## src/ciPkg.sv

```systemverilog
`default_nettype none

package ciPkg;

  // ----------------------------------------
  // instruction port widths
  // ----------------------------------------
  localparam int ciWidth       = 32;
  localparam int ciNumberWidth = 8;

  // custom instruction numbers kept in this design, anything else is unknown
  typedef enum logic [ciNumberWidth-1:0] {
    opSwapByte  = 8'd1,
    opDelay     = 8'd6,
    opGrayscale = 8'd12
  } ciOpcodeT;

  // ----------------------------------------
  // request and response bundles
  // ----------------------------------------

  // one request as the processor issues it, start is a single-cycle strobe
  typedef struct packed {
    logic               start;
    ciOpcodeT           opcode;
    logic [ciWidth-1:0] dataA;
    logic [ciWidth-1:0] dataB;
  } ciRequestT;

  // result must read zero in every cycle where done is low
  typedef struct packed {
    logic               done;
    logic [ciWidth-1:0] result;
  } ciResponseT;

endpackage

`default_nettype wire

```

## src/timingPkg.sv

```systemverilog
`default_nettype none

package timingPkg;

  // reset is released once the top counter bit sets, 16 cycles after lock
  localparam int resetCountWidth = 5;

  // scaled microsecond so that simulation stays short
  localparam int cyclesPerMicrosecond = 4;
  localparam int prescaleWidth        = $clog2(cyclesPerMicrosecond);

  // only the low bits of operand A give the delay length
  localparam int delayWidth = 16;

endpackage

`default_nettype wire

```

## src/resetSequencer.sv

```systemverilog
`timescale 1ns/1ps
`default_nettype none

module resetSequencer
  import timingPkg::*;
(
  input  wire logic s_systemClock,
  input  wire logic s_pllLocked,
  output logic      internalReset,
  output logic      peripheralResetN
);

  logic [resetCountWidth-1:0] resetCount;
  logic                       released;

  assign released         = resetCount[resetCountWidth-1];
  assign internalReset    = ~released;
  assign peripheralResetN = released;

  always_ff @(posedge s_systemClock or negedge s_pllLocked) begin
    if (!s_pllLocked) begin
      resetCount <= '0;
    end else if (!released) begin
      resetCount <= resetCount + 1'b1; // stops counting once the top bit is set
    end
  end

  // a lost lock is the only way back into reset
  releaseHolds : assert property (@(posedge s_systemClock) disable iff (!s_pllLocked)
    peripheralResetN |=> peripheralResetN);

endmodule

`default_nettype wire

```

## src/delayTimer.sv

```systemverilog
`timescale 1ns/1ps
`default_nettype none

module delayTimer
  import timingPkg::*;
(
  input  wire logic                  s_systemClock,
  input  wire logic                  s_pllLocked,
  input  wire logic                  internalReset,
  input  wire logic                  delayStart,
  input  wire logic [delayWidth-1:0] delayMicroseconds,
  output logic                       delayExpired
);

  logic [prescaleWidth-1:0] prescaleCount;
  logic [delayWidth-1:0]    microsecondCount;
  logic                     running;
  logic                     tick;

  // tick marks the last system cycle of each microsecond
  assign tick         = running && (prescaleCount == prescaleWidth'(cyclesPerMicrosecond - 1));
  assign delayExpired = tick && (microsecondCount == delayWidth'(1));

  always_ff @(posedge s_systemClock or negedge s_pllLocked) begin
    if (!s_pllLocked) begin
      running          <= 1'b0;
      prescaleCount    <= '0;
      microsecondCount <= '0;
    end else if (internalReset) begin
      running          <= 1'b0;
      prescaleCount    <= '0;
      microsecondCount <= '0;
    end else if (delayStart) begin
      running          <= (delayMicroseconds != '0); // a zero delay never runs
      prescaleCount    <= '0;
      microsecondCount <= delayMicroseconds;
    end else if (tick) begin
      prescaleCount    <= '0;
      microsecondCount <= microsecondCount - 1'b1;
      if (microsecondCount == delayWidth'(1)) begin
        running <= 1'b0;
      end
    end else if (running) begin
      prescaleCount <= prescaleCount + 1'b1;
    end
  end

  // ----------------------------------------
  // checks
  // ----------------------------------------

  // an idle timer needs a full microsecond before it can expire
  noIdleExpiry : assert property (@(posedge s_systemClock)
    disable iff (!s_pllLocked || internalReset)
    !running |=> !delayExpired);

  // expiry always ends the run
  expiryStops : assert property (@(posedge s_systemClock)
    disable iff (!s_pllLocked || internalReset)
    delayExpired && !delayStart |=> !running);

endmodule

`default_nettype wire

```

## src/pixelDataUnit.sv

```systemverilog
`timescale 1ns/1ps
`default_nettype none

module pixelDataUnit
  import ciPkg::*;
(
  input  wire logic [ciWidth-1:0] operandA,
  output logic [ciWidth-1:0]      swapResult,
  output logic [ciWidth-1:0]      grayResult
);

  logic [7:0]  red;
  logic [7:0]  green;
  logic [7:0]  blue;
  logic [15:0] weightedSum;
  logic [7:0]  gray;

  // ----------------------------------------
  // byte swap
  // ----------------------------------------
  assign swapResult = {operandA[7:0], operandA[15:8], operandA[23:16], operandA[31:24]};

  // ----------------------------------------
  // RGB565 grayscale
  // ----------------------------------------

  // widen the channels to 8 bits, low bits stay zero
  assign red   = {operandA[15:11], 3'b000};
  assign green = {operandA[10:5], 2'b00};
  assign blue  = {operandA[4:0], 3'b000};

  // weights sum to 256 so the worst case still fits in 16 bits
  assign weightedSum = 16'd54 * {8'd0, red}
                     + 16'd183 * {8'd0, green}
                     + 16'd19 * {8'd0, blue};

  assign gray = weightedSum[15:8];

  // gray is packed back as RGB565 so the screen can show it directly
  assign grayResult = {16'd0, gray[7:3], gray[7:2], gray[7:3]};

endmodule

`default_nettype wire

```

## src/ciController.sv

```systemverilog
`timescale 1ns/1ps
`default_nettype none

module ciController
  import ciPkg::*;
  import timingPkg::*;
(
  input  wire logic                  s_systemClock,
  input  wire logic                  s_pllLocked,
  input  wire logic                  internalReset,
  input  wire ciRequestT             ciRequest,
  input  wire logic [ciWidth-1:0]    swapResult,
  input  wire logic [ciWidth-1:0]    grayResult,
  input  wire logic                  delayExpired,
  output logic                       delayStart,
  output logic [delayWidth-1:0]      delayMicroseconds,
  output ciResponseT                 ciResponse
);

  typedef enum logic [1:0] {
    idle,
    delaying,
    respond
  } ciControllerStateT;

  ciControllerStateT     state;
  logic [ciWidth-1:0]    resultReg;
  logic [delayWidth-1:0] requestedDelay;
  logic                  accept;

  // ----------------------------------------
  // request decode
  // ----------------------------------------
  assign requestedDelay = ciRequest.dataA[delayWidth-1:0]; // upper bits of A are ignored
  assign accept         = ciRequest.start && (state == idle);

  // the timer loads in the same edge that accepts the request
  assign delayStart        = accept && (ciRequest.opcode == opDelay) && (requestedDelay != '0);
  assign delayMicroseconds = requestedDelay;

  // ----------------------------------------
  // state machine
  // ----------------------------------------
  always_ff @(posedge s_systemClock or negedge s_pllLocked) begin
    if (!s_pllLocked) begin
      state     <= idle;
      resultReg <= '0;
    end else if (internalReset) begin
      state     <= idle;
      resultReg <= '0;
    end else begin
      case (state)
        idle: begin
          if (ciRequest.start) begin
            state <= delayStart ? delaying : respond;
            case (ciRequest.opcode)
              opSwapByte:  resultReg <= swapResult;
              opGrayscale: resultReg <= grayResult;
              default:     resultReg <= '0; // delay and unknown numbers answer zero
            endcase
          end
        end
        delaying: begin
          if (delayExpired) begin
            state <= respond;
          end
        end
        respond: begin
          state     <= idle;
          resultReg <= '0; // keeps the result bus quiet between answers
        end
        default: begin
          state <= idle;
        end
      endcase
    end
  end

  assign ciResponse = '{done: (state == respond), result: resultReg};

  // ----------------------------------------
  // checks
  // ----------------------------------------
  donePulse : assert property (@(posedge s_systemClock) disable iff (!s_pllLocked)
    ciResponse.done |=> !ciResponse.done);

  quietResult : assert property (@(posedge s_systemClock) disable iff (!s_pllLocked)
    !ciResponse.done |-> (ciResponse.result == '0));

endmodule

`default_nettype wire

```

## src/ciSubsystem.sv

```systemverilog
`timescale 1ns/1ps
`default_nettype none

module ciSubsystem
  import ciPkg::*;
  import timingPkg::*;
(
  input  wire logic      s_systemClock,
  input  wire logic      s_pllLocked,
  input  wire ciRequestT ciRequest,
  output ciResponseT     ciResponse,
  output logic           peripheralResetN
);

  logic                  internalReset;
  logic                  delayStart;
  logic                  delayExpired;
  logic [delayWidth-1:0] delayMicroseconds;
  logic [ciWidth-1:0]    swapResult;
  logic [ciWidth-1:0]    grayResult;

  resetSequencer resetSeq0 (
    .s_systemClock    (s_systemClock),
    .s_pllLocked      (s_pllLocked),
    .internalReset    (internalReset),
    .peripheralResetN (peripheralResetN)
  );

  ciController controller0 (
    .s_systemClock     (s_systemClock),
    .s_pllLocked       (s_pllLocked),
    .internalReset     (internalReset),
    .ciRequest         (ciRequest),
    .swapResult        (swapResult),
    .grayResult        (grayResult),
    .delayExpired      (delayExpired),
    .delayStart        (delayStart),
    .delayMicroseconds (delayMicroseconds),
    .ciResponse        (ciResponse)
  );

  delayTimer delay0 (
    .s_systemClock     (s_systemClock),
    .s_pllLocked       (s_pllLocked),
    .internalReset     (internalReset),
    .delayStart        (delayStart),
    .delayMicroseconds (delayMicroseconds),
    .delayExpired      (delayExpired)
  );

  // both pixel results are ready in the cycle the start arrives
  pixelDataUnit pixel0 (
    .operandA   (ciRequest.dataA),
    .swapResult (swapResult),
    .grayResult (grayResult)
  );

endmodule

`default_nettype wire

```

## config.mk

```make
export PLATFORM = sky130hd
export DESIGN_NAME = ciSubsystem
export DESIGN_NICKNAME = d
export VERILOG_FILES = /design/src/ciPkg.sv /design/src/timingPkg.sv /design/src/resetSequencer.sv /design/src/delayTimer.sv /design/src/pixelDataUnit.sv /design/src/ciController.sv /design/src/ciSubsystem.sv
export SDC_FILE = /design/constraint.sdc
export NUM_CORES = 1
export LEC_CHECK = 0
export ABC_AREA = 1
export ABC_CLOCK_PERIOD_IN_PS = 2100
export BUFFER_PORTS_ARGS = -buffer_cell sky130_fd_sc_hd__buf_2
export CAP_MARGIN = 20
export CORE_MARGIN = 3
export CORE_UTILIZATION = 35
export CTS_CLUSTER_SIZE = 30
export DETAILED_ROUTE_END_ITERATION = 7
export MAX_ROUTING_LAYER = met4
export PLACE_DENSITY = 0.6
export RECOVER_POWER = 25
export SLEW_MARGIN = 10
export SYNTH_ARGS = -nofsm -noshare
export SYNTH_HDL_FRONTEND = slang
export SYNTH_SLANG_ARGS = --single-unit
```

## constraint.sdc

```tcl
create_clock -name s_systemClock -period 2.1 [get_ports s_systemClock]
set_input_delay 0.105 -clock s_systemClock [delete_from_list [all_inputs] [get_ports s_systemClock]]
set_output_delay 0.105 -clock s_systemClock [all_outputs]
set_load 0.01 [all_outputs]
```

==> summary.txt, run 1 <==
Critical path
  • CP endpoint kind: flip-flop
  • R2R Path End: delay0.microsecondCount[3]
  • WS Path Type: in -> reg
  • Worst R2R Path Depth: 9
  • WP data arrival: 4.21 ns
  • CP Max Fanout: 4
  • Worst R2R Setup Slack: 0.31 ns
  • Worst EP required: between 2 and 2.5 ns
  • Startpoint Class: input port
  • Worst R2R Start: controller0.state[0]

Synth
  • Synthesized cell area: just under 0.006 mm2
  • Seq/Total Area, Yosys: 24.6%
  • Fraction of the mapped netlist area in compound gates: roughly 7.1%
  • Synth Area in Adders: 26.3%
  • Number of synthesis warnings: 0
  • Synthesized flop and latch total: 58
  • Xor/xnor share of the synthesized area: between 3 and 4%
  • Async S/R FF share, synth: 100%
  • Post-Synthesis Cells: between 700 and 800
  • Post-synthesis mux area share: 0%
  • Number of synthesized flops with an enable pin: 0
  • Leading register cell type out of synthesis: dfrtp_1
  • Net Count, Synth: 968
  • Synth unique cells: 38
  • Largest family of logic cells by synthesized area: simple AND/OR/NAND/NOR gates
  • Post-Syn Area per Cell: about 7.5 um2
  • Post-synthesis simple-gate area fraction: 28.4%

GRT
  • GR Overflow Total: 0
  • First-pass GRT wire length: 25800 um
  • Total GRT Usage: a little under a fifth
  • Largest net degree at the start of global routing: 53
  • Initial antenna violation count: 0
  • Vias in the first global route: roughly 5300

Cells and area
  • Antenna cells: 0
  • Share of cells above drive strength 1: about a third
  • Final std cells w/o fill: between 1000 and 1500
  • P&R area growth vs syn: 34.4%
  • Fin nets: between 1000 and 1500

Route
  • Vias per cell: about 4.7
  • WL/cell: around 13 um
  • DRT antenna net count: 0
  • DRC: 0
  • DRT Pass-1 Iters: 4
  • Drt total wl: ~16000 um
  • Drt initial violations: roughly 320
  • DR vias: 5510

Power
  • LEAKAGE: ~4.5 nW
  • VDD IR max: around 0.87 mV
  • Total power: ~10 mW
  • Power density over the cells: 1290 mW/mm2

STA
  • Final WS setup: -1.88 ns
  • Clk_skew: approximately 0.0067 ns
  • Final Hold Viols: 0
  • Max Transition Viols Final: 0
  • Min Tclk post-route: around 4 ns
  • Worst slew margin: 50.2%
  • Final critical-path share of the clock period: 190%
  • Setup TNS: -29.19 ns
  • Fmax: approximately 250 MHz
  • Setup Viol. Count Final: 16
  • Unrepaired setup endpoints after global routing: yes
  • Worst-Margin Slew: ~0.75 ns

Worst hold path
  • Hold Path Depth: 3
  • Min-Delay Endpoint: controller0.resultReg[5]
  • Worst Hold Launch: ciRequest[61]
  • Hold WC Path Type: in -> reg

Die
  • I/O pins: 109
  • Die area: between 0.015 and 0.02 mm2
  • Num rows: 46
  • Die width: 136 um
  • Die Ht: about 140 um
  • Core ar.: 0.0162 mm2
  • Initial core utilization: 36.5%

Clocking
  • CTS tree: yes
  • Root Buffer: clkbuf_16
  • Max clock buf depth: 2
  • CTS Buf Count: 9
  • H-tree levels: 3
  • Clk_lat worst skew: ~0.34 ns
  • Clk sinks: between 50 and 60
  • Clock-pin slew of the registers on the worst-case setup and hold paths: 0.05 ns

Placed design
  • Post-DP HPWL: roughly 13000 um
  • Routability cong.: 0.921
  • Placed Cells: between 1000 and 1500
  • PortBufs: 76

Outcome
  • Outcome: finished, violations left
  • Failing checks: setup timing

Job
  • Max Cap Viol: 0
-- synthesized netlist by cell type, types with 12 or more instances --
library cell | count | area share [%]
o21ai_2 | 12 | 1.8
xor2_1 | 14 | 2.1
dfrtp_1 | 58 | 25
fa_1 | 25 | 8.5
nand3_1 | 65 | 5.5
a21oi_1 | 28 | 2.4
nand2_1 | 217 | 14
ha_1 | 84 | 18
o21ai_0 | 22 | 1.9
inv_1 | 137 | 8.7
nor2_1 | 48 | 3.1
nand4_1 | 14 | 1.5
-- placed cells by master (no fill, tap or decap), types with 7 or more instances in the layout --
master / instances
a21oi_1: 21
a21oi_2: 7
buf_2: 72
buf_4: 94
clkbuf_16: 9
dfrtp_1: 58
fa_1: 23
ha_1: 70
ha_4: 13
inv_1: 122
inv_2: 18
nand2_1: 193
nand2_2: 22
nand3_1: 58
nand3_2: 12
nand4_1: 14
nor2_1: 43
o21ai_0: 20
o21ai_2: 12
xnor2_1: 8
xor2_1: 13
-- sequential cells by signal (all words and copies together) (netlist names) --
register and cells:
delay0.prescaleCount 2, delay0.microsecondCount 16, controller0.state 2, controller0.resultReg 32, resetSeq0.resetCount 5, delay0.running 1
-- cell families (layout without fill, tap and decap cells) --
family / Yosys count / after routing
adders and majority gates: 109 / 109
and+or+nand+nor: 372 / 372
AOI/OAI and AO/OA: 71 / 71
buffers and inverters: 151 / 333
xor gates and xnor gates: 23 / 23
DFF: 58 / 58
-- area by class of cell --
| class | instances | area [um2] |
|---|---|---|
| sequential | 58 | 1450 |
| multi-input combinational | 575 | 4220 |
| clock buffer | 10 | 239 |
| clock inverter | 6 | 66.3 |
| fill | 1580 | 8240 |
| timing repair buffer | 175 | 1160 |
| inverter | 142 | 536 |
| tap | 216 | 270 |
-- critical path, stage by stage --
cell     delay [ns]
buf_8          0.10
fa_2           0.56
inv_2          0.04
fa_2           0.42
fa_1           0.52
inv_2          0.05
ha_4           0.29
nand3_2        0.07
nand2_2        0.10
nand2_2        0.06
a21oi_2        0.13
nor2_1         0.06
xor2_1         0.15
fa_1           0.52
inv_2          0.04
ha_4           0.29
nand2_4        0.05
nor2_2         0.12
nand2_1        0.06
nor2_1         0.13
nor2_2         0.07
inv_1          0.07
nand2_2        0.07
nand3_4        0.09
nand2_2        0.05
-- repair_timing --
action | 4_1_cts | 5_1_grt
cloned | 0 | 0
endpoints found under the setup margin | 16 | 16
buffers inserted | 4 | 4
pin swaps | 26 | 34
hold buffers | 1 | 0
resized for setup | 21 | 42
hold endpoints to repair | 58 | 0
-- through the flow --
| step | utilization [%] | setup WS, ns | hold WS, ns | cell area [um2] |
|---|---|---|---|---|
| floorplan | - | -1.89 | -0.191 | 6080 |
| detailed placement | 45.5 | -2.29 | -0.0365 | 7350 |
| finish | 49.1 | -1.88 | 0.0437 | 7940 |
| global route | 49.1 | -2.08 | 0.0528 | 7940 |
| global placement | 45.5 | -2.18 | -0.0414 | 7350 |
| CTS | 48.1 | -1.85 | 0.0393 | 7780 |
-- metal layers --
layer | track usage, % | part of all wire, % | vias up
li1 | - | - | 2835
met4 | 3.70 | 1.1 | 0
met1 | 22.6 | 45 | 2592
met2 | 31.9 | 51 | 70
met5 | - | 0 | -
met3 | 2.52 | 3.0 | 13
-- power by group --
| part | total (mW) | internal, mW | switching, mW |
|---|---|---|---|
| Combinational | 7.54 | 3.64 | 3.90 |
| Sequential | 1.22 | 1.17 | 0.0451 |
| Clock | 1.51 | 0.949 | 0.561 |
| Total | 10.3 | 5.76 | 4.51 |
-- worst max-delay path by stage --
stage                               endpoint           from  slack, ns
floorplan           controller0.resultReg[0]  ciRequest[40]      -1.89
CTS                 controller0.resultReg[4]  ciRequest[40]      -1.85
finish              controller0.resultReg[4]  ciRequest[40]      -1.88
global route        controller0.resultReg[4]  ciRequest[40]      -2.08
detailed placement  controller0.resultReg[0]  ciRequest[40]      -2.29
global placement    controller0.resultReg[7]  ciRequest[42]      -2.18
Power figures use the tool's default switching activity.
==> inputs of run 2 (changes only) <==
- ABC_AREA: 1 -> not set
- PLACE_DENSITY: 0.6 -> 0.61
==> run 2 against run 1 <==
Critical endpoint is now controller0.resultReg[8]. Worst setup slack got worse by 0.41 ns. Non-clock buffer count rose by 19. The flow still finishes with violations (setup timing). Final cell count fell by 24%. Wire length fell by 15%. Combinational power fell by 23%. Area after synthesis fell by 13%. Sequential share of layout area rose by 1.7 points. Global-route usage fell by 0.50 points. Final area fell by 8.4%. Flip-flop and latch count did not move.
==> summary.txt, run 2 <==
STA
  • Min Tclk post-route: 4.39 ns (+0.411 ns)
  • Setup Viol. Count Final: 16 (unchanged)
  • Final Hold Viols: 0 (unchanged)
  • Worst-Margin Slew: 1.05 ns (+0.298 ns)
  • Setup TNS: -35.95 ns (-6.77 ns)
  • Final WS setup: -2.29 ns (-0.411 ns)
  • Clk_skew: 0.00602 ns (-0.000726 ns)
  • Fmax: 228 MHz (-9.4%)
  • Max Transition Viols Final: 0 (unchanged)
  • Final critical-path share of the clock period: 209% (+20 points)
  • Worst slew margin: 30.3% (-20 points)
  • Unrepaired setup endpoints after global routing: yes

Power
  • Switching pwr: 3.42 mW (-24%)
  • Clock network power share: 18.4% (+3.7 points)
  • Power density over the cells: 1190 mW/mm2 (-8.3%)
  • Internal: 5.21 mW (-9.5%)
  • Reg power frac: 14.0% (+2.1 points)
  • Switch share: 39.6% (-4.3 points)
  • Gate power share: 67.7% (-5.7 points)
  • Total power: 8.63 mW (-16%)
  • LEAKAGE: 3.81 nW (-15%)
  • VDD IR max: 0.962 mV (+10%)

Synth
  • Synthesized flop and latch total: 58 (unchanged)
  • Post-synth top area share: 28.3% (+3.7 points)
  • Synth area leader: dfrtp_1
  • Seq/Total Area, Yosys: 28.3% (+3.7 points)
  • Post-Syn Area per Cell: 9.76 um2 (+30%)
  • Commonest cells post-synth: 84 x ha_1, 73 x inv_1, 58 x dfrtp_1
  • Number of synthesis warnings: 0 (unchanged)
  • Net Count, Synth: 709 (-27%)
  • Post-Synthesis Cells: 525 (-33%)
  • Leading register cell type out of synthesis: dfrtp_1
  • Count leader, synth: ha_1
  • Synth unique cells: 53 (+39%)
  • Synthesized cell area: 0.00512 mm2 (-13%)
  • Async S/R FF share, synth: 100% (unchanged)
  • Synth top area cells: dfrtp_1 28%, ha_1 21%, fa_1 9.8%
  • Number of synthesized flops with an enable pin: 0 (unchanged)

Route
  • DRC: 0 (unchanged)
  • Drt initial violations: 205 (-35%)
  • Vias per cell: 5.02 (+7.7%)
  • DRT antenna net count: 0 (unchanged)
  • WL/cell: 15.0 um (+11%)
  • DRT Pass-1 Iters: 4 (unchanged)
  • Drt total wl: 13500 um (-15%)
  • DR vias: 4524 (-18%)

Critical path
  • Top delay family on crit path: adder cells
  • WS Path Type: in -> reg
  • Worst EP required: 2.37 ns (+0.04 ns)
  • CP cell instances: buf_8 -> fa_2 -> inv_2 -> fa_1 -> fa_1 -> inv_2 -> ha_4 -> a211o_1 -> o211ai_1 -> nand2b_1 -> a21oi_2 -> xor2_1 -> fa_1 -> inv_2 -> ha_4 -> o21a_1 -> o21a_1 -> o21a_1 -> or4b_4 -> nand3_2
  • WP data arrival: 4.67 ns (+0.46 ns)
  • Slowest Stage Delay on Critical Path: 0.58 ns (+0.02 ns)
  • Startpoint Class: input port
  • CP bufs+invs: 4 (-1)
  • CP Max Fanout: 4 (unchanged)
  • Slowest CP cell: or4b_4
  • CP endpoint kind: flip-flop

Cells and area
  • Top Registers: controller0.resultReg x32, delay0.microsecondCount x16, resetSeq0.resetCount x5
  • Area of the multi-input gates: 0.00369 mm2 (-12%)
  • Commonest cells after routing, fill and taps aside: 112 x buf_4, 74 x ha_1, 72 x buf_2
  • Max reg flops: 32 (unchanged)
  • Reg area: 0.00145 mm2 (unchanged)
  • Share of cells above drive strength 1: 37.6% (+6.0 points)
  • Commonest non-fill, non-tap cell in the layout: buf_4
  • Fin nets: 900 (-21%)
  • P&R area growth vs syn: 42.0%
  • Antenna cells: 0 (unchanged)
  • Number of fill cells: 1273 (-19%)
  • Largest register by flop count: controller0.resultReg

Clocking
  • Root Buffer: clkbuf_16
  • Max clock buf depth: 2 (unchanged)
  • Clk sinks: 58 (unchanged)
  • H-tree levels: 3 (unchanged)
  • CTS Buf Count: 9 (unchanged)
  • Clock-pin slew of the registers on the worst-case setup and hold paths: 0.06 ns (about the same)
  • CTS tree: yes
  • Clk_lat worst skew: 0.33 ns (about the same)

Die
  • I/O pins: 109 (unchanged)
  • Core ar.: 0.0141 mm2 (-13%)
  • Die area: 0.0161 mm2 (-13%)
  • Die width: 127 um (-6.5%)
  • Die Ht: 127 um (-6.5%)
  • Initial core utilization: 36.3% (-0.15 points)
  • Num rows: 43 (-6.5%)

Outcome
  • Failing checks: setup timing
  • Outcome: finished, violations left

GRT
  • First-pass GRT wire length: 22600 um (-12%)
  • GR Overflow Total: 0 (unchanged)
  • Largest net degree at the start of global routing: 40 (-25%)
  • Total GRT Usage: 17.7% (-0.50 points)
  • Initial antenna violation count: 0 (unchanged)
  • Vias in the first global route: 4791 (-9.0%)

Worst hold path
  • Hold WC Path Type: in -> reg

Placed design
  • Routability cong.: 0.836 (-9.2%)
  • Post-DP HPWL: 10700 um (-17%)
  • PortBufs: 76 (unchanged)

Job
  • Max Cap Viol: 0 (unchanged)
run 2: changes by cell type after synthesis, moves of 8 or more:
cell | previous run | this run
a22o_1 | 0 | 17
a211oi_1 | 0 | 13
a21oi_1 | 28 | 20
o21ai_0 | 22 | 10
nand4_1 | 14 | 3
nand2_1 | 217 | 24
nor3_1 | 2 | 22
a221o_1 | 0 | 9
nor2_1 | 48 | 33
nand3_1 | 65 | 7
o21ai_2 | 12 | 0
clkbuf_1 | 2 | 10
inv_1 | 137 | 73
run 2: layout make-up:
class	instances	area share (%)
Clock buffer	9	3.10
Clock inverter	7	1.39
Inverter	73	3.77
Multi-Input combinational cell	380	50.8
Sequential cell	58	20.0
Tap cell	180	3.10
Timing Repair Buffer	194	17.9
run 2: logic make-up after synthesis:
| group | after synthesis | synth area share [%] |
|---|---|---|
| xor gates and xnor gates | 30 | 5.13 |
| DFF | 58 | 28.3 |
| buffers and inverters | 87 | 6.59 |
| and+or+nand+nor | 123 | 12.6 |
| adders and majority gates | 109 | 30.3 |
| muxes | 4 | 0.806 |
| AOI/OAI and AO/OA | 114 | 16.3 |
run 2: timing repair:
item / in CTS / in global routing
endpoints found under the setup margin: 16 / 24
cloned: 0 / 0
resized for setup: 35 / 24
buffers inserted: 4 / 4
pin swaps: 16 / 19
hold buffers: 3 / 0
endpoints found under the hold margin: 21 / 0
run 2: power groups by stage:
stage / registers [mW] / logic, mW / clock network [mW]
2_1_floorplan: 1.21 / 2.61 / 0
4_1_cts: 1.20 / 5.24 / 1.61
3_3_place_gp: 1.21 / 4.02 / 0
6_report: 1.20 / 5.84 / 1.59
3_5_place_dp: 1.22 / 4.18 / 0
5_1_grt: 1.21 / 6.49 / 1.66
run 2: worst register-to-register path, cell delays in order (launching register included):
cell,delay [ns]
dfrtp_1,0.39
nor4b_2,0.26
nand2_1,0.14
or4b_4,0.60
or4b_4,0.55
nand3_2,0.09
run 2: metal layers:
metal  global-route usage (%)  part of all wire, %  routed length (um)
met5                        -                    0                   0
met4                     4.86                  1.5                 197
met3                     2.84                  3.1                 415
met2                     29.5                   50                6800
met1                     22.4                   45                6090
run 2: per-stage QoR:
step           hold WS [ns]  setup slack [ns]  util (%)  instance area (um2)  cells
2_1_floorplan        -0.191             -2.38         -                 5190    525
3_3_place_gp         0.0800             -2.63      46.6                 6570    874
3_5_place_dp         0.0871             -2.73      46.6                 6570    874
4_1_cts             0.00281             -2.28      50.6                 7130    897
5_1_grt             0.00514             -2.46      51.6                 7270    901
6_report            0.00915             -2.29      51.6                 7270    901
run 2: path summary, 6_finish.rpt:
check	endpoint	slack, ns	cells past startpoint	start
worst max register to register	controller0.resultReg[8]	0.01	5	controller0.state[0]
worst min register to register	resetSeq0.resetCount[3]	0.49	1	resetSeq0.resetCount[3]
min in group asynchronous	controller0.resultReg[30]	0.48	2	s_pllLocked
worst min-delay path	controller0.resultReg[12]	0.009	2	ciRequest[52]
max in group asynchronous	controller0.resultReg[0]	0.43	3	s_pllLocked
worst max-delay path	controller0.resultReg[8]	-2.29	20	ciRequest[40]
